`src/warp_arch_pkg.sv`:
```
package warp_arch_pkg;

    // data path width of the integer registers
    localparam int XLEN = 64;

    // architectural register count, x0 included
    localparam int NUM_REGS = 32;

    // bits needed to name one register
    localparam int REG_ADDR_W = 5;

    // one register value
    typedef logic [XLEN-1:0] xdata_t;

    // register index
    typedef logic [REG_ADDR_W-1:0] reg_addr_t;

    // one bit per register, used for busy and retire masks
    typedef logic [NUM_REGS-1:0] reg_mask_t;

endpackage

```
`src/warp_uop_pkg.sv`:
```
package warp_uop_pkg;

    // width of the shared operation field
    localparam int OP_W = 3;

    // shift amount width, low bits of the second operand
    localparam int SHAMT_W = 6;

    // which execution unit takes the micro-op
    typedef enum logic {
        UNIT_ARITH = 1'b0,
        UNIT_LOGIC = 1'b1
    } unit_sel_t;

    // arithmetic unit operations, carried in the low two op bits
    typedef enum logic [1:0] {
        ARITH_ADD  = 2'd0,
        ARITH_SUB  = 2'd1,
        ARITH_SLT  = 2'd2,
        ARITH_SLTU = 2'd3
    } arith_op_t;

    // logic and shift unit operations
    typedef enum logic [2:0] {
        LOGIC_AND = 3'd0,
        LOGIC_OR  = 3'd1,
        LOGIC_XOR = 3'd2,
        LOGIC_SLL = 3'd3,
        LOGIC_SRL = 3'd4
    } logic_op_t;

endpackage

```
`src/warp_issue.sv`:
```
`timescale 1ns/1ps

module warp_issue
    import warp_arch_pkg::*, warp_uop_pkg::*;
(
    input  logic            i_clk,
    input  logic            i_rst_n,
    input  logic            i_valid,
    output logic            o_ready,
    input  unit_sel_t       i_unit,
    input  logic [OP_W-1:0] i_op,
    input  reg_addr_t       i_rd,
    input  reg_addr_t       i_rs1,
    input  reg_addr_t       i_rs2,
    input  logic            i_use_imm,
    input  xdata_t          i_imm,
    input  logic            i_wb0_valid,
    input  reg_addr_t       i_wb0_rd,
    input  logic            i_wb1_valid,
    input  reg_addr_t       i_wb1_rd,
    output reg_addr_t       o_rs1_addr,
    output reg_addr_t       o_rs2_addr,
    output logic            o_arith_valid,
    output logic            o_logic_valid,
    output logic [OP_W-1:0] o_op,
    output reg_addr_t       o_rd,
    output logic            o_use_imm,
    output xdata_t          o_imm
);
    reg_mask_t busy;
    reg_mask_t set_mask;
    reg_mask_t retire0;
    reg_mask_t retire1;
    reg_mask_t in_flight;
    logic      hazard;
    logic      accept;

    // bit 0 of busy never gets set, so x0 never stalls anything
    assign hazard  = busy[i_rs1] | busy[i_rs2] | busy[i_rd];
    assign o_ready = !hazard;
    assign accept  = i_valid && o_ready;

    // sources go straight to the register file, data lands on the accepting edge
    assign o_rs1_addr = i_rs1;
    assign o_rs2_addr = i_rs2;

    assign set_mask = (accept && i_rd != '0) ? (reg_mask_t'(1) << i_rd) : '0;

    // retire masks from the writeback of each unit
    assign retire0 = (reg_mask_t'(1) << i_wb0_rd) & {NUM_REGS{i_wb0_valid}};
    assign retire1 = (reg_mask_t'(1) << i_wb1_rd) & {NUM_REGS{i_wb1_valid}};

    // destinations between dispatch and writeback, x0 excluded
    assign in_flight = (((reg_mask_t'(1) << o_rd) & {NUM_REGS{o_arith_valid | o_logic_valid}})
                       | retire0 | retire1) & ~reg_mask_t'(1);

    always_ff @(posedge i_clk or negedge i_rst_n) begin
        if (!i_rst_n) begin
            busy <= '0;
        end else begin
            busy <= (busy & ~(retire0 | retire1)) | set_mask;
        end
    end

    always_ff @(posedge i_clk or negedge i_rst_n) begin
        if (!i_rst_n) begin
            o_arith_valid <= 1'b0;
            o_logic_valid <= 1'b0;
        end else begin
            o_arith_valid <= accept && (i_unit == UNIT_ARITH);
            o_logic_valid <= accept && (i_unit == UNIT_LOGIC);
        end
    end

    // dispatch payload, only meaningful alongside a dispatch valid
    always_ff @(posedge i_clk) begin
        if (accept) begin
            o_op      <= i_op;
            o_rd      <= i_rd;
            o_use_imm <= i_use_imm;
            o_imm     <= i_imm;
        end
    end

    // an accepted micro-op never touches a register still in flight
    a_no_hazard_accept: assert property (
        @(posedge i_clk) disable iff (!i_rst_n)
        accept |-> !(in_flight[i_rs1] || in_flight[i_rs2] || in_flight[i_rd])
    );

    // every nonzero writeback retires a register that issue marked busy
    a_wb_was_busy: assert property (
        @(posedge i_clk) disable iff (!i_rst_n)
        (i_wb0_valid && i_wb0_rd != '0) |-> busy[i_wb0_rd]
    );

endmodule

```
`config.mk`:
```
export PLATFORM = sky130hd
export DESIGN_NAME = warp_issue
export DESIGN_NICKNAME = d
export VERILOG_FILES = /design/src/warp_arch_pkg.sv /design/src/warp_uop_pkg.sv /design/src/warp_issue.sv
export SDC_FILE = /design/constraint.sdc
export NUM_CORES = 1
export LEC_CHECK = 0
export ABC_AREA = 1
export ABC_CLOCK_PERIOD_IN_PS = 8900
export BUFFER_PORTS_ARGS = -buffer_cell sky130_fd_sc_hd__buf_2
export CORE_UTILIZATION = 54
export DETAILED_ROUTE_END_ITERATION = 12
export GPL_TIMING_DRIVEN = 0
export PLACE_DENSITY = 0.88
export SYNTH_ARGS = -nofsm -noshare
export SYNTH_HDL_FRONTEND = slang
export SYNTH_SLANG_ARGS = --single-unit
export TNS_END_PERCENT = 1
```
`constraint.sdc`:
```
create_clock -name i_clk -period 8.9 [get_ports i_clk]
set_input_delay 0.89 -clock i_clk [delete_from_list [all_inputs] [get_ports i_clk]]
set_output_delay 0.89 -clock i_clk [all_outputs]
set_load 0.02 [all_outputs]
```
==> results of run 1 <==
## registers in the layout (all words and copies together) (netlist names)
register	count
o_logic_valid	1
o_arith_valid	1
o_op	3
o_imm	64
o_use_imm	1
busy	32
o_rd	5
## cell type report
| cell class | instances | area (um^2) | area share |
|---|---|---|---|
| clock buffers | 9 | 124 | 0.0188 |
| inverters | 60 | 225 | 0.0341 |
| well taps | 129 | 161 | 0.0245 |
| multi-input cells | 376 | 1830 | 0.277 |
| repair buffers | 175 | 891 | 0.135 |
| plain buffers | 43 | 231 | 0.0351 |
| flip-flops and latches | 107 | 3040 | 0.461 |
| clock inverters | 7 | 93.8 | 0.0142 |
## worst min path at each step
| stage | start | end | slack, ns | cells after the start |
|---|---|---|---|---|
| 2_1_floorplan | busy[4] | busy[4] | 0.47 | 2 |
| 4_1_cts | i_rst_n | busy[21] | 0.58 | 1 |
| 5_1_grt | i_rst_n | o_logic_valid | 0.60 | 1 |
| 6_report | i_rst_n | o_logic_valid | 0.57 | 1 |
| 3_5_place_dp | busy[25] | busy[25] | 0.55 | 2 |
| 3_3_place_gp | busy[16] | busy[16] | 0.56 | 2 |
## per-layer routing
metal,vias to the layer above,global-route usage
met5,-,0
met4,0,0.182
met3,71,0.101
met2,394,0.592
met1,2409,0.455
li1,2380,-
## power by group through the flow
stage	sequential, mW	clock (mW)	combinational (mW)
2_1_floorplan	0.624	0	0.131
3_3_place_gp	0.624	0	0.234
3_5_place_dp	0.622	0	0.239
4_1_cts	0.611	0.307	0.240
5_1_grt	0.615	0.325	0.268
6_report	0.613	0.306	0.245
## synth_stat cells
cell        n
a21oi_1     5
a221o_1    13
a221oi_1    1
a22oi_1    16
buf_1       2
buf_2       5
buf_4      15
buf_6       1
clkbuf_1   20
clkinv_1    1
dfrtp_1    34
edfxtp_1   73
inv_1      56
inv_2       3
nand2_1   141
nand2_2     3
nand3_1    73
nand3b_1    1
nand4_1    23
nor2_1     58
nor2_4      1
nor3_1     16
nor4_1     12
o211ai_1    2
o21ai_0     4
o21ai_2     7
## cell families (layout without fill, tap and decap cells)
family,Yosys count,in the layout
compound gates,48,48
buf+inv,103,294
flops,107,107
simple gates,328,328
## worst max-delay path, stage by stage
cell	delay [ns]
buf_2	0.12
inv_1	0.16
clkbuf_1	0.47
nand3_1	0.22
nand3_1	0.11
nand2_1	0.06
nand2_1	0.05
nand2_1	0.09
nor2_4	0.18
buf_4	0.21
buf_2	0.18
==> results.ini, run 1 <==
[synthesis]
yosysSeqAreaShare = 0.571
yosys_warnings = 0
synthTopCellsByArea = edfxtp_1, dfrtp_1, nand2_1
synth_compound_area_frac = 0.0714
netlist_instances = 586
syn_avg_cell_area_um2 = 9.09
yosys.area_share.simple = 0.272
yosysTopAreaCellShare = 0.411
synth_area_um2 = 5330
synthDistinctLibCells = 26
yosys.area_share.adder = 0
synth_nets = 685
synthMuxAreaShare = 0
yosys_register_bits = 107
synth_area_leader_cell = edfxtp_1
synth_top_family_by_area = simple AND/OR/NAND/NOR gates
synth_xor_area_frac = 0

[critical_path]
path_max_fanout = 10
timing_worst_setup_path_type = in -> out
cp.required_ns = 8.01
rrSetupSlack_ns = 5.99
crit_path_end = o_ready
ff2ff_path_depth = 13
arrival_ns = 2.75
worstSetupStartpointType = input pin
reg2reg_to = o_imm[18]
reg2reg_from = busy[23]
crit_path_end_kind = primary output
critPathLaunch = i_rd[2]

[sta]
final.setup_skew_ns = 0.0138
fin_crit_sh = 0.408
setup_slack_ns = 5.26
fin_crit_ns = 3.64
slew_violations = 0
worstMarginPinSlew_ns = 0.777
rsz0062_at_grt = no
max_freq_ghz = 0.275
slew_headroom = 0.482
hold_viol = 0
setup_viol = 0
hold-worst-slack_ns = 0.573
fin_setup_tns_ns = 0

[global_route]
grt_max_degree = 41
grt_pass1_vias = 4867
grt_pass1_wl_mm = 27.1
grtUsageTotal = 0.366
grt_remaining_overflow = 0
antenna_found_initial = 0

[run]
maxCapViolCount = 0

[floorplanning]
core_area_um2 = 9420
io_pins = 185
dieWidth_um = 101
dieArea_um2 = 10300
die_height_um = 101
start_util = 0.566
rows = 35

[finish]
postLayoutCoreUtil = 0.701
diodes = 0
nets = 871
layout_common_cells = buf_2, nand2_1, nand3_1, edfxtp_1, nor2_1
layout.cells.non_filler = 906
design_area_um2 = 6600
fillCellCount = 741
layout_commonest_cell = buf_2
drive_above_1_share = 0.292
area_growth_pct = 23.8

[power_and_ir_drop]
ir_drop_uv = 93.6
p_seq_frac = 0.527
total_power_mw = 1.16
power.internal_mw = 0.775
power.leakage_nw = 2.98
clock_power_share = 0.263
p_sw_mw = 0.389
switching_share = 0.334
powerDensity_nw_per_um2 = 176
pwr-share-comb = 0.210

[clock_tree]
insertion_delay_ns = 0.38
clkTransAtPathRegs_ns = 0.12
cts_tree = built
post_cts_resized = 0
cts_buffers = 9
cts.sinks = 107
ctsHoldBuffers = 0
h-tree-depth = 3
cts_max_path_buffers = 2
cts_setup_buffers = 0
root_buffer = clkbuf_8

[placement]
place_ws_ns = 5.17
place.gp.congestion = 1.08
placed_cells = 890
port_buffers = 174
dp_hpwl_mm = 14.1
dpl_cell_area_um2 = 6380

[detailed_routing]
wl_per_cell_um = 20.0
wl_met1_mm = 6.58
drc = 0
wl_met2_mm = 8.49
ant_nets = 0
drtIter0Drc = 686
drt_wl_total_mm = 18.1
dr.pass1.iters = 6
met3_length_mm = 2.09
vias_per_cell = 5.80
vias = 5254
topRoutingLayerUsed = met4

[run_status]
status = finished, final reports clean

[worst_hold_path]
hold_path.class = in -> async

(Power assumes the default switching activity.)
==> run 2: changes to the inputs <==
Settings changed: ABC_CLOCK_PERIOD_IN_PS 8900 to 3340, CORE_UTILIZATION 54 to 46, PLACE_DENSITY 0.88 to 0.8.
Clock period 8.9 ns to 3.34 ns, I/O delays scaled along.
==> results.ini, run 2 (synthesis gave the netlist of run 1 again) <==
[clock_tree]
cts_buffers = 9
cts_tree = built
root_buffer = clkbuf_16
h-tree-depth = 3
clkTransAtPathRegs_ns = 0.07
insertion_delay_ns = 0.36
cts_max_path_buffers = 2
cts.sinks = 107
post_cts_resized = 7
cts_setup_buffers = 0
ctsHoldBuffers = 0

[finish]
reg_top3 = o_imm x64, busy x32, o_rd x5
fillCellCount = 986
multi_input_area_um2 = 1830
nets = 871
layout_common_cells = buf_2, nand2_1, nand3_1, edfxtp_1, nor2_1
largest_register_ffs = 64
diodes = 0
top_register = o_imm
layout_commonest_cell = buf_2
register_area_um2 = 3050
drive_above_1_share = 0.295
area_growth_pct = 25.3
layout.cells.non_filler = 916
postLayoutCoreUtil = 0.603

[sta]
setup_viol = 0
rsz0062_at_grt = no
fin_crit_ns = 2.78
hold-worst-slack_ns = 0.0468
hold_viol = 0
worstMarginPinSlew_ns = 0.797
final.setup_skew_ns = 0.00912
max_freq_ghz = 0.359
slew_violations = 0
setup_slack_ns = 0.556
slew_headroom = 0.469
fin_crit_sh = 0.834

[floorplanning]
core_area_um2 = 11100
die_height_um = 110
dieArea_um2 = 12000
start_util = 0.481
io_pins = 185
rows = 38
dieWidth_um = 110

[power_and_ir_drop]
powerDensity_nw_per_um2 = 486
power.leakage_nw = 3.00
ir_drop_uv = 334

[detailed_routing]
vias = 5134
ant_nets = 0
dr.pass1.iters = 8
vias_per_cell = 5.60
drc = 0
wl_per_cell_um = 18.4
drtIter0Drc = 410
drt_wl_total_mm = 16.9

[global_route]
grt_max_degree = 74
grt_pass1_wl_mm = 25.6
antenna_found_initial = 0
grtUsageTotal = 0.292
grt_remaining_overflow = 0
grt_pass1_vias = 4809

[placement]
place_ws_ns = -0.506
dp_hpwl_mm = 12.9
place.gp.congestion = 0.946
port_buffers = 174
placed_cells = 900

[critical_path]
crit_path_end_kind = flop
worstSetupStartpointType = input pin
timing_worst_setup_path_type = in -> reg
ff2ff_path_depth = 13
arrival_ns = 2.82
cp.required_ns = 3.38
path_max_fanout = 48

[worst_hold_path]
hold_path.class = in -> async

[run]
maxCapViolCount = 0

[run_status]
status = finished, final reports clean

## run 2: cell types whose count changed in the layout (fill, tap and decap cells not counted), moves of 2 or more
cell	change
clkinvlp_4	+2
clkbuf_8	-9
dfrtp_1	-4
clkbuf_16	+9
clkinv_8	-3
dfrtp_2	+4
## run 2: worst paths after layout
kind	startpoint	to	slack, ns
max in group asynchronous	i_rst_n	busy[29]	2.73
min	i_rst_n	busy[4]	0.05
max reg2reg	busy[9]	o_imm[0]	0.61
min reg2reg	busy[26]	busy[26]	0.55
min in group i_clk	i_unit	o_arith_valid	0.14
max	i_rd[2]	o_imm[0]	0.56
## run 2: final cells by class
cell class                      instances  share of cell area
Tap cell                              140              0.0262
Buffer                                 43              0.0358
Multi-Input combinational cell        376               0.274
Clock inverter                          5             0.00562
Timing Repair Buffer                  175               0.133
Sequential cell                       107               0.456
Clock buffer                           10              0.0343
Inverter                               60              0.0343
## run 2: critical path: stages
cell and delay, ns:
buf_2 0.12, inv_1 0.14, clkbuf_1 0.52, nand3_1 0.16, nand3_1 0.10, nand2_1 0.06
nand2_1 0.05, nand2_1 0.09, nor2_4 0.18, nand2_2 0.11, buf_6 0.17, clkinvlp_4 0.41
buf_12 0.32
## run 2: per-layer routing
metal  track usage  vias up  part of all wire
met2         0.490      357              0.48
met5             0        -                 0
met3        0.0504       38             0.092
met1         0.369     2357              0.40
li1              -     2382                 -
met4         0.133        0             0.028
## run 2: through the flow
step	power (mW)	instance area, um^2	TNS (ns)
after detailed placement	2.26	6380	-36.41
after global routing	3.36	6680	0
after global placement	2.26	6380	-30.35
after floorplan	2.01	5330	0
after CTS	3.23	6660	0
final	3.25	6680	0
## run 2: power breakdown
group / internal [mW] / switching, mW / total, mW
logic: 0.220 / 0.426 / 0.645
registers: 1.54 / 0.0763 / 1.61
clock network: 0.506 / 0.480 / 0.986
total: 2.26 / 0.982 / 3.25
