$ cat config.mk
export PLATFORM = sky130hd
export DESIGN_NAME = warp_xlogic
export DESIGN_NICKNAME = d
export VERILOG_FILES = /design/src/warp_arch_pkg.sv /design/src/warp_uop_pkg.sv /design/src/warp_xlogic.sv
export SDC_FILE = /design/constraint.sdc
export NUM_CORES = 1
export LEC_CHECK = 0
export ABC_AREA = 1
export BUFFER_PORTS_ARGS = -buffer_cell sky130_fd_sc_hd__clkbuf_2
export CAP_MARGIN = 15
export CORE_MARGIN = 3
export CORE_UTILIZATION = 30
export CTS_CLUSTER_SIZE = 28
export DETAILED_ROUTE_END_ITERATION = 16
export PLACE_DENSITY = 0.48
export SLEW_MARGIN = 20
export SYNTH_ARGS = -nofsm -noshare
export SYNTH_HDL_FRONTEND = slang
export SYNTH_SLANG_ARGS = --single-unit
$ cat constraint.sdc
create_clock -name i_clk -period 0.8 [get_ports i_clk]
set_clock_uncertainty 0.1 [all_clocks]
set_input_delay 0.04 -clock i_clk [delete_from_list [all_inputs] [get_ports i_clk]]
set_output_delay 0.04 -clock i_clk [all_outputs]
set_load 0.005 [all_outputs]
$ cat src/warp_arch_pkg.sv
package warp_arch_pkg;

    // data path width of the integer registers
    localparam int XLEN = 64;

    // architectural register count, x0 included
    localparam int NUM_REGS = 32;

    // bits needed to name one register
    localparam int REG_ADDR_W = 5;

    // one register value
    typedef logic [XLEN-1:0] xdata_t;

    // register index
    typedef logic [REG_ADDR_W-1:0] reg_addr_t;

    // one bit per register, used for busy and retire masks
    typedef logic [NUM_REGS-1:0] reg_mask_t;

endpackage

$ cat src/warp_uop_pkg.sv
package warp_uop_pkg;

    // width of the shared operation field
    localparam int OP_W = 3;

    // shift amount width, low bits of the second operand
    localparam int SHAMT_W = 6;

    // which execution unit takes the micro-op
    typedef enum logic {
        UNIT_ARITH = 1'b0,
        UNIT_LOGIC = 1'b1
    } unit_sel_t;

    // arithmetic unit operations, carried in the low two op bits
    typedef enum logic [1:0] {
        ARITH_ADD  = 2'd0,
        ARITH_SUB  = 2'd1,
        ARITH_SLT  = 2'd2,
        ARITH_SLTU = 2'd3
    } arith_op_t;

    // logic and shift unit operations
    typedef enum logic [2:0] {
        LOGIC_AND = 3'd0,
        LOGIC_OR  = 3'd1,
        LOGIC_XOR = 3'd2,
        LOGIC_SLL = 3'd3,
        LOGIC_SRL = 3'd4
    } logic_op_t;

endpackage

$ cat src/warp_xlogic.sv
`timescale 1ns/1ps

module warp_xlogic
    import warp_arch_pkg::*, warp_uop_pkg::*;
(
    input  logic            i_clk,
    input  logic            i_rst_n,
    input  logic            i_valid,
    input  logic [OP_W-1:0] i_op,
    input  reg_addr_t       i_rd,
    input  logic            i_use_imm,
    input  xdata_t          i_imm,
    input  xdata_t          i_rs1_data,
    input  xdata_t          i_rs2_data,
    output logic            o_valid,
    output reg_addr_t       o_rd,
    output xdata_t          o_result
);
    logic_op_t          op;
    xdata_t             op2;
    logic [SHAMT_W-1:0] shamt;
    xdata_t             result;

    assign op    = logic_op_t'(i_op);
    assign op2   = i_use_imm ? i_imm : i_rs2_data;
    assign shamt = op2[SHAMT_W-1:0];

    always_comb begin
        case (op)
            LOGIC_AND: result = i_rs1_data & op2;
            LOGIC_OR:  result = i_rs1_data | op2;
            LOGIC_XOR: result = i_rs1_data ^ op2;
            LOGIC_SLL: result = i_rs1_data << shamt;
            // logical, zeros shift in from the top
            LOGIC_SRL: result = i_rs1_data >> shamt;
            default:   result = '0;
        endcase
    end

    always_ff @(posedge i_clk or negedge i_rst_n) begin
        if (!i_rst_n) begin
            o_valid <= 1'b0;
        end else begin
            o_valid <= i_valid;
        end
    end

    always_ff @(posedge i_clk) begin
        if (i_valid) begin
            o_rd     <= i_rd;
            o_result <= result;
        end
    end

endmodule

==> results.py, run 1 <==
metrics = {
    "status": {
        "status": "complete, but fails checks",
        "failed_checks": "negative setup slack",
    },
    "routing": {
        "via_per_inst": 5.84,
        "drt_first_pass_iters": 6,
        "via_count": 21400,
        "drt-wirelength-per-cell_um": 27.4,
        "drc_errors": 0,
        "drt_iter0_drc": 2670,
        "wl_um": 101000,
        "postRouteAntennaNets": 0,
    },
    "placement": {
        "globalplace.congestion": 1.10,
        "io_buffers": 273,
        "place_inst": 3591,
        "dp_hpwl_um": 82600,
        "pre_cts_ws_ns": -2.33,
    },
    "sta": {
        "drv_slew": 0,
        "worst_slack_ns": -1.08,
        "holdWs_ns": 0.0362,
        "fin_crit_sh_pct": 235,
        "slew-limit-headroom_pct": 61.1,
        "setup_viol": 134,
        "max_freq_mhz": 532,
        "tightest_slew_ns": 0.581,
        "min_period_ns": 1.88,
        "final_hold_viol_count": 0,
        "finalSetupTns_ns": -76.90,
        "rsz0062_at_grt": "true",
    },
    "grt": {
        "grt_max_degree": 42,
        "grt_pass1_wl_um": 142000,
        "gr-total-overflow": 0,
        "antenna_found_initial": 5,
        "use_met1_pct": 49.4,
        "grt_use_total_pct": 40.6,
        "use_met2_pct": 63.3,
        "grt_util_met3_pct": 9.60,
        "grt_pass1_vias": 20800,
        "busiest_layer": "met2",
    },
    "die": {
        "die_w_um": 220,
        "ioPinCount": 274,
        "die_area_um2": 48600,
        "coreArea_um2": 44800,
        "die_y_um": 220,
        "fp-row-count": 77,
        "start_util_pct": 30.8,
    },
    "power_and_ir_drop": {
        "leakage_nw": 12.0,
        "powerDensity_nw_per_um2": 1140,
        "vdd_ir_drop_max_mv": 1.32,
    },
    "synth": {
        "yosysSeqAreaShare_pct": 15.2,
        "synth_top_area_share_pct": 33.8,
        "yosys_warnings": 0,
        "syn_inst": 2296,
        "synth-seq-cells": 70,
        "avgSynthCellArea_um2": 6.00,
        "netlist_area_um2": 13800,
        "ys_top_cells_by_area": "nand3_1 (34%), edfxtp_1 (15%), ha_1 (12%), nand2_1 (11%), inv_1 (4.5%)",
        "yosys.area.top_type": "nand3_1",
        "synth_nets": 2629,
        "ys_types": 30,
    },
    "layout": {
        "fin_nets": 3402,
        "seq_area_um2": 2100,
        "post-route-util_pct": 55.2,
        "multi_input_area_um2": 13200,
        "nFillCells": 4368,
        "areaGrowthSynthToFinish_pct": 79.4,
        "layout-drive-gt1-share_pct": 51.1,
        "fin_cells": 3670,
    },
    "critical_path": {
        "endpoint_kind": "flip-flop",
        "critPathLaunchType": "input pin",
        "critical_path_required_ns": 0.80,
        "cpMostUsedCell": "nand3_1",
        "path_class": "input pin to flip-flop",
        "slowest_stage": "bufbuf_16",
        "cp-startpoint": "i_use_imm",
        "worstPathArrival_ns": 1.88,
        "crit_fanout": 14,
        "slowest_delay_ns": 0.32,
        "worstPathCellList": "buf_12 > inv_12 > buf_8 > nand2_2 > nand2_4 > buf_12 > bufbuf_16 > nand3_1 > nand3_1 > nand3_1 > nand3_1 > nand4_1",
    },
    "worst_hold_path": {
        "worstHoldPathCells": 2,
        "hp-start": "i_valid",
        "hold_path.class": "input pin to flip-flop",
    },
    "clock_tree": {
        "cts_tree": "yes",
        "cts_root_buffer": "clkbuf_16",
        "clockBufferDepth": 2,
        "path_clk_slew_ns": 0.07,
        "clkSinkCount": 70,
        "h-tree-depth": 3,
        "cts_buffers": 9,
    },
    "job": {
        "cap_viol_max_count": 0,
    },
}
## state kept, by name, summed over array words and instances (netlist names)
name      flops
o_result     64
o_rd          5
o_valid       1
## worst max-delay path: cells and delay by family
family,cells,cell delay (ns)
simple gates,7,0.97
buf+inv,5,0.85
## layout make-up
cell class	instances	area share, %
multi-input cells	1880	53.5
flip-flops and latches	70	8.48
inverters	173	2.77
repair buffers	935	31.1
diodes	4	0.0405
clock inverters	7	0.253
clock buffers	9	0.911
well taps	592	3.00
## cells in the mapped netlist
cell type	n
nand3_1	932
nand2_1	394
inv_1	166
ha_1	129
o21ai_0	93
nor2_1	86
clkbuf_1	71
edfxtp_1	69
buf_2	65
or2_2	58
a221oi_1	42
nand4_1	37
o211ai_1	31
buf_1	20
nand3b_1	20
a21oi_1	18
buf_4	15
o21ai_1	11
a211oi_1	8
inv_2	7
nand2_2	4
nor3_1	4
o21a_1	4
or2_1	3
and2_1	2
buf_6	2
o21ai_2	2
dfrtp_1	1
nand3_2	1
nor2_2	1
## where the power goes
| group | internal (mW) | leakage (nW) | switching, mW |
|---|---|---|---|
| logic | 7.86 | 11.2 | 11.4 |
| clock network | 2.17 | 0.133 | 2.08 |
| registers | 4.54 | 0.677 | 0.188 |
## placed cells by master, fill, tap and decap left out, types with 37 or more instances in the layout
master / count
nand3_1: 624
buf_4: 527
nand2_1: 283
nand3_2: 281
clkbuf_2: 270
inv_1: 161
ha_1: 99
nand2_2: 89
buf_12: 73
nor2_1: 72
edfxtp_1: 69
o21ai_0: 37
nand4_1: 37
## cells by family after synthesis
group           after synthesis  synth area share, %
fa+ha+maj                   129                 11.7
flops                        70                 15.2
buf+inv                     346                 10.5
compound gates              209                 9.57
simple gates               1542                 53.0
## through the flow
| stage | cell area (µm²) | power [mW] |
|---|---|---|
| 2_1_floorplan | 15100 | 12.5 |
| 3_3_place_gp | 21400 | 21.0 |
| 3_5_place_dp | 21400 | 21.1 |
| 4_1_cts | 23900 | 27.2 |
| 5_1_grt | 24700 | 29.5 |
| 6_report | 24700 | 28.3 |
## final timing paths
check | end | slack (ns)
max | o_result[0] | -1.08
min | o_result[37] | 0.04
max in group asynchronous | o_valid | 0.09
min in group asynchronous | o_valid | 0.41
## repair_timing
item                       in CTS  in global routing
setup endpoints to repair     134                134
hold buffers                    8                  0
resized for setup             381                154
hold endpoints to repair        7                  0
setup buffers                  34                 12
gates cloned                    7                  1
pin swaps                      51                 34
## per-layer routing
metal,up-vias,wire length (µm)
met1,10200,39000
met3,355,8620
li1,9675,-
met5,-,7
met4,2,8890
met2,1168,44000
Note: power is estimated with default switching activity, not from simulation.
==> run 2, diff against run 1 <==
--- a/config.mk
+++ b/config.mk
@@ -5,14 +5,14 @@
 export SDC_FILE = /design/constraint.sdc
 export NUM_CORES = 1
 export LEC_CHECK = 0
-export ABC_AREA = 1
+export ABC_AREA = 0
 export BUFFER_PORTS_ARGS = -buffer_cell sky130_fd_sc_hd__clkbuf_2
 export CAP_MARGIN = 15
 export CORE_MARGIN = 3
 export CORE_UTILIZATION = 30
 export CTS_CLUSTER_SIZE = 28
 export DETAILED_ROUTE_END_ITERATION = 16
-export PLACE_DENSITY = 0.48
+export PLACE_DENSITY = 0.49
 export SLEW_MARGIN = 20
 export SYNTH_ARGS = -nofsm -noshare
 export SYNTH_HDL_FRONTEND = slang
==> constraint.sdc (replaced) <==
create_clock -name i_clk -period 1.6 [get_ports i_clk]
set_clock_uncertainty 0.1 [all_clocks]
set_input_delay 0.08 -clock i_clk [delete_from_list [all_inputs] [get_ports i_clk]]
set_output_delay 0.08 -clock i_clk [all_outputs]
set_load 0.005 [all_outputs]
==> results.py, run 2 <==
metrics = {
    "synth": {
        "yosysSeqAreaShare_pct": 13.9,
        "syn_inst": 1835,
        "ys_types": 64,
        "synth_compound_area_share_pct": 21.6,
        "yosys.area.top_type": "mux2i_1",
        "synth-simple-area-share_pct": 12.6,
        "yosys_warnings": 0,
        "ys_top_cells_by_area": "mux2i_1 (20%), edfxtp_1 (14%), mux4_2 (11%), ha_1 (11%), nand2_1 (5.3%)",
        "synth_xor_area_share_pct": 0,
        "synth-edff-count": 69,
        "synth_top_area_share_pct": 20.2,
        "synth-seq-cells": 70,
        "synthAdderAreaFrac_pct": 10.7,
        "synthArstFlopShare_pct": 1.43,
        "muxShareOfSynthArea_pct": 32.6,
        "avgSynthCellArea_um2": 8.20,
        "synth_common_cells": "mux2i_1 (304), nand2_1 (214), inv_1 (145)",
        "synth_nets": 2168,
        "synthFlopType": "edfxtp_1",
        "netlist_area_um2": 15000,
        "synth.most_common_cell": "mux2i_1",
        "synth_top_family_by_area": "multiplexers",
    },
    "routing": {
        "wl_um": 110000,
        "drc_errors": 0,
        "drt-wirelength-per-cell_um": 30.7,
        "postRouteAntennaNets": 0,
        "via_count": 21200,
        "drt_iter0_drc": 2428,
        "drt_first_pass_iters": 6,
        "via_per_inst": 5.92,
    },
    "die": {
        "start_util_pct": 30.5,
        "die_area_um2": 52900,
        "fp-row-count": 81,
        "die_y_um": 230,
        "ioPinCount": 274,
        "die_w_um": 230,
        "coreArea_um2": 49300,
    },
    "sta": {
        "final_hold_viol_count": 0,
        "worst_slack_ns": -0.924,
        "rsz0062_at_grt": "true",
        "tightest_slew_ns": 0.653,
        "min_period_ns": 2.52,
        "max_freq_mhz": 396,
        "finalSetupTns_ns": -50.84,
        "setup_viol": 64,
        "slew-limit-headroom_pct": 56.3,
        "holdWs_ns": 0.0699,
        "drv_slew": 0,
        "fin_crit_sh_pct": 158,
    },
    "clock_tree": {
        "path_clk_slew_ns": 0.07,
        "clockBufferDepth": 2,
        "cts_root_buffer": "clkbuf_16",
        "cts_tree": "yes",
        "h-tree-depth": 3,
        "cts_buffers": 9,
        "clkSinkCount": 70,
    },
    "layout": {
        "areaGrowthSynthToFinish_pct": 82.7,
        "final_cell_mix": "buf_4 (784), clkbuf_2 (270), mux2i_1 (195)",
        "fin_nets": 3246,
        "top_register": "o_result",
        "largest_register_ffs": 64,
        "final_area_um2": 27500,
        "reg_top3": "o_result: 64 flops, o_rd: 5 flops, o_valid: 1 flops",
        "final_common_cell": "buf_4",
        "layout-drive-gt1-share_pct": 56.0,
    },
    "critical_path": {
        "cp-startpoint": "i_use_imm",
        "worstPathCellList": "buf_8 > buf_6 > mux2i_4 > buf_12 > buf_16 > buf_8 > mux4_2 > mux2i_2 > buf_6 > nor2_1 > a311o_1 > buf_4 > nand2_2 > a21oi_1",
        "path_class": "input pin to flip-flop",
        "slowest_delay_ns": 0.51,
        "critPathLaunchType": "input pin",
        "worstPathArrival_ns": 2.53,
        "critical_path_required_ns": 1.61,
        "slowest_stage": "mux4_2",
        "crit_fanout": 6,
        "endpoint_kind": "flip-flop",
    },
    "placement": {
        "pre_cts_ws_ns": -2.12,
        "globalplace.congestion": 1.11,
        "post_dp_cell_area_um2": 23500,
        "io_buffers": 273,
        "dp_hpwl_um": 90400,
    },
    "job": {
        "cap_viol_max_count": 0,
    },
    "power_and_ir_drop": {
        "powerDensity_nw_per_um2": 618,
        "vdd_ir_drop_max_mv": 0.537,
        "power_mw": 17.0,
        "leakage_nw": 12.8,
    },
    "worst_hold_path": {
        "hp-start": "i_valid",
        "hold_path.class": "input pin to flip-flop",
    },
    "grt": {
        "gr-total-overflow": 0,
        "grt_pass1_vias": 20400,
        "grt_pass1_wl_um": 152000,
        "grt_max_degree": 42,
        "antenna_found_initial": 11,
        "grt_use_total_pct": 39.9,
    },
    "status": {
        "failed_checks": "negative setup slack",
        "status": "complete, but fails checks",
    },
}
run 2: per-stage QoR:
| stage | instances | utilization [%] |
|---|---|---|
| 2_1_floorplan | 1835 | - |
| 6_report | 3588 | 55.8 |
| 3_3_place_gp | 3453 | 47.8 |
| 5_1_grt | 3583 | 55.8 |
| 4_1_cts | 3536 | 52.7 |
| 3_5_place_dp | 3453 | 47.8 |
run 2: cells by family after synthesis:
logic type	count (synthesis)
mux	390
compound gates	488
buf+inv	300
simple gates	458
fa+ha+maj	129
flops	70
run 2: what timing repair did:
item,CTS,global route
endpoints found under the hold margin,6,0
pin swaps,68,80
hold buffers,7,0
setup buffers,56,52
gates cloned,9,3
resized for setup,293,228
setup endpoints to repair,64,64
run 2: final timing paths:
path	cells past startpoint	endpoint
min	1	o_result[57]
max in group asynchronous	3	o_valid
min in group asynchronous	3	o_valid
max	14	o_result[26]
run 2: metal layers:
metal  share of wire, %  GRT usage, %  vias up
li1                   -             -     9106
met1                 39          51.8    10400
met2                 43          61.7     1422
met3                 11          10.2      329
met4                6.5          19.5        8
met5              0.046             0        -
run 2: power breakdown:
| part | internal [mW] | switching, mW |
|---|---|---|
| Combinational | 5.78 | 6.64 |
| Clock | 1.23 | 0.983 |
| Sequential | 2.27 | 0.0919 |
run 2: worst max-delay path, delay by kind of cell:
family                 cells  cell delay (ns)
AO/OA/AOI/OAI              2             0.43
AND/OR/NAND/NOR            2             0.11
buffers and inverters      7             0.92
multiplexers               3             1.00
run 2: final cells by class:
class | instances | area (µm²)
Fill cell | 4543 | 21800
Multi-Input combinational cell | 1465 | 13900
Timing Repair Buffer | 1216 | 9730
Sequential cell | 70 | 2100
Tap cell | 664 | 831
Inverter | 148 | 598
Clock buffer | 9 | 225
Clock inverter | 7 | 80.1
Timing Repair inverter | 3 | 23.8
Antenna cell | 6 | 15.0
==> run 3, diff against run 2 <==
--- a/config.mk
+++ b/config.mk
@@ -5,13 +5,14 @@
 export SDC_FILE = /design/constraint.sdc
 export NUM_CORES = 1
 export LEC_CHECK = 0
-export ABC_AREA = 0
+export ABC_AREA = 1
 export BUFFER_PORTS_ARGS = -buffer_cell sky130_fd_sc_hd__clkbuf_2
 export CAP_MARGIN = 15
 export CORE_MARGIN = 3
 export CORE_UTILIZATION = 30
 export CTS_CLUSTER_SIZE = 28
 export DETAILED_ROUTE_END_ITERATION = 16
+export HOLD_SLACK_MARGIN = 0.05
 export PLACE_DENSITY = 0.49
 export SLEW_MARGIN = 20
 export SYNTH_ARGS = -nofsm -noshare
==> results.py, run 3 (same netlist as run 1, synthesis figures left out) <==
metrics = {
    "die": {
        "die_w_um": 220,
        "ioPinCount": 274,
        "die_area_um2": 48600,
        "die_y_um": 220,
        "coreArea_um2": 44800,
        "fp-row-count": 77,
        "start_util_pct": 30.8,
    },
    "sta": {
        "worst_slack_ns": -0.351,
        "drv_slew": 0,
        "final_hold_viol_count": 0,
        "setup_viol": 64,
        "min_period_ns": 1.95,
        "tightest_slew_ns": 0.600,
        "rsz0062_at_grt": "true",
        "fin_crit_sh_pct": 122,
        "holdWs_ns": 0.0557,
        "max_freq_mhz": 512,
        "slew-limit-headroom_pct": 59.8,
    },
    "critical_path": {
        "cpMostUsedCell": "nand3_1",
        "endpoint_kind": "flip-flop",
        "worstPathArrival_ns": 2.02,
        "slowest_stage": "bufbuf_16",
        "cp-startpoint": "i_use_imm",
        "critical_path_required_ns": 1.67,
        "critPathLaunchType": "input pin",
        "slowest_delay_ns": 0.30,
        "path_class": "input pin to flip-flop",
        "crit_fanout": 7,
        "worstPathCellList": "buf_16 > buf_6 > nand2_4 > nand2_8 > bufbuf_16 > nand2_1 > nand3_1 > nand3_1 > nand2_2 > o211ai_1 > nand3_1 > nand3b_1",
    },
    "layout": {
        "layout-drive-gt1-share_pct": 51.2,
        "reg_top3": "o_result: 64 flops, o_rd: 5 flops, o_valid: 1 flops",
        "fin_nets": 3380,
        "nFillCells": 4398,
        "final_cell_mix": "nand3_1 (603), buf_4 (514), nand3_2 (311)",
        "final_common_cell": "nand3_1",
        "largest_register_ffs": 64,
        "areaGrowthSynthToFinish_pct": 78.0,
        "top_register": "o_result",
    },
    "job": {
        "cap_viol_max_count": 0,
    },
    "grt": {
        "grt_use_total_pct": 39.1,
        "grt_pass1_vias": 20600,
        "antenna_found_initial": 4,
        "gr-total-overflow": 0,
        "grt_pass1_wl_um": 138000,
        "grt_max_degree": 42,
    },
    "routing": {
        "via_count": 21200,
        "postRouteAntennaNets": 0,
        "drt-wirelength-per-cell_um": 27.0,
        "drt_iter0_drc": 2341,
        "via_per_inst": 5.81,
        "wl_um": 98500,
        "drc_errors": 0,
        "drt_first_pass_iters": 6,
    },
    "power_and_ir_drop": {
        "powerDensity_nw_per_um2": 572,
        "vdd_ir_drop_max_mv": 0.577,
        "power_mw": 14.0,
        "leakage_nw": 12.0,
    },
    "placement": {
        "io_buffers": 273,
        "globalplace.congestion": 1.08,
        "dp_hpwl_um": 78500,
    },
    "clock_tree": {
        "cts_buffers": 9,
        "clockBufferDepth": 2,
        "path_clk_slew_ns": 0.07,
        "clkSinkCount": 70,
        "cts_tree": "yes",
        "cts_root_buffer": "clkbuf_16",
        "h-tree-depth": 3,
    },
    "worst_hold_path": {
        "min_to": "o_result[23]",
        "hp-start": "i_valid",
        "worstHoldPathCells": 1,
        "hold_path.class": "input pin to flip-flop",
    },
    "status": {
        "failed_checks": "negative setup slack",
        "status": "complete, but fails checks",
    },
}
-- run 3: changes by cell type in the layout (fill, tap and decap cells not counted), sizes merged, moves of 61 or more --
cell	before	now
mux4	74	0
nand2	215	398
o22ai	63	0
a21oi	137	18
mux2i	311	0
nand3	44	933
o21ai	45	106
buf	936	624
-- run 3: worst max-delay path by stage --
stage                               to  slack (ns)  cells past startpoint
after floorplan           o_result[46]       -0.09                     10
after global placement     o_result[3]       -1.14                     11
after detailed placement  o_result[12]       -1.22                     11
after CTS                 o_result[12]       -0.33                     12
after global routing      o_result[55]       -0.39                     16
final                     o_result[12]       -0.35                     12
-- run 3: layout make-up --
type | count | area (µm²) | area share [%]
timing repair inverter | 2 | 17.5 | 0.0714
tap | 592 | 741 | 3.02
clock buffer | 10 | 239 | 0.974
clock inverter | 6 | 68.8 | 0.280
antenna | 2 | 5.00 | 0.0204
multi-input combinational | 1880 | 13200 | 53.6
timing repair buffer | 911 | 7540 | 30.7
inverter | 173 | 678 | 2.76
sequential | 70 | 2100 | 8.55
-- run 3: worst max-delay path: cells and delay by family --
family,cells,cell delay [ns]
AND/OR/NAND/NOR,8,1.13
buffers and inverters,3,0.53
AO/OA/AOI/OAI,1,0.27
-- run 3: per-stage QoR --
step | setup TNS (ns) | setup slack, ns | cell area [µm²] | utilization, % | instances
after floorplan | -1.43 | -0.0934 | 14300 | - | 2296
after global placement | -53.22 | -1.14 | 20400 | 45.4 | 3551
after detailed placement | -54.75 | -1.22 | 20400 | 45.4 | 3551
after CTS | -11.89 | -0.327 | 23000 | 51.4 | 3619
after global routing | -16.90 | -0.387 | 24500 | 54.8 | 3644
final | -12.64 | -0.351 | 24500 | 54.8 | 3646
-- run 3: report_power, final --
part / leakage, nW / switching (mW) / internal [mW]
clock network: 0.149 / 0.927 / 1.26
logic: 11.2 / 5.62 / 3.87
registers: 0.677 / 0.0879 / 2.27
total: 12.0 / 6.64 / 7.40
-- run 3: per-layer routing --
| layer | up-vias | GRT usage [%] | share of wire [%] |
|---|---|---|---|
| met5 | - | 0 | 0.036 |
| met4 | 4 | 26.6 | 8.6 |
| met3 | 298 | 7.10 | 8.4 |
| met2 | 1103 | 61.5 | 44 |
| met1 | 10200 | 48.7 | 39 |
| li1 | 9623 | - | - |
-- run 3: timing repair --
action	in CTS	in global routing
endpoints found under the hold margin	6	0
hold buffers	7	0
cloned	13	5
setup buffers	33	20
pin swaps	61	69
endpoints found under the setup margin	64	64
gates resized for setup	376	271
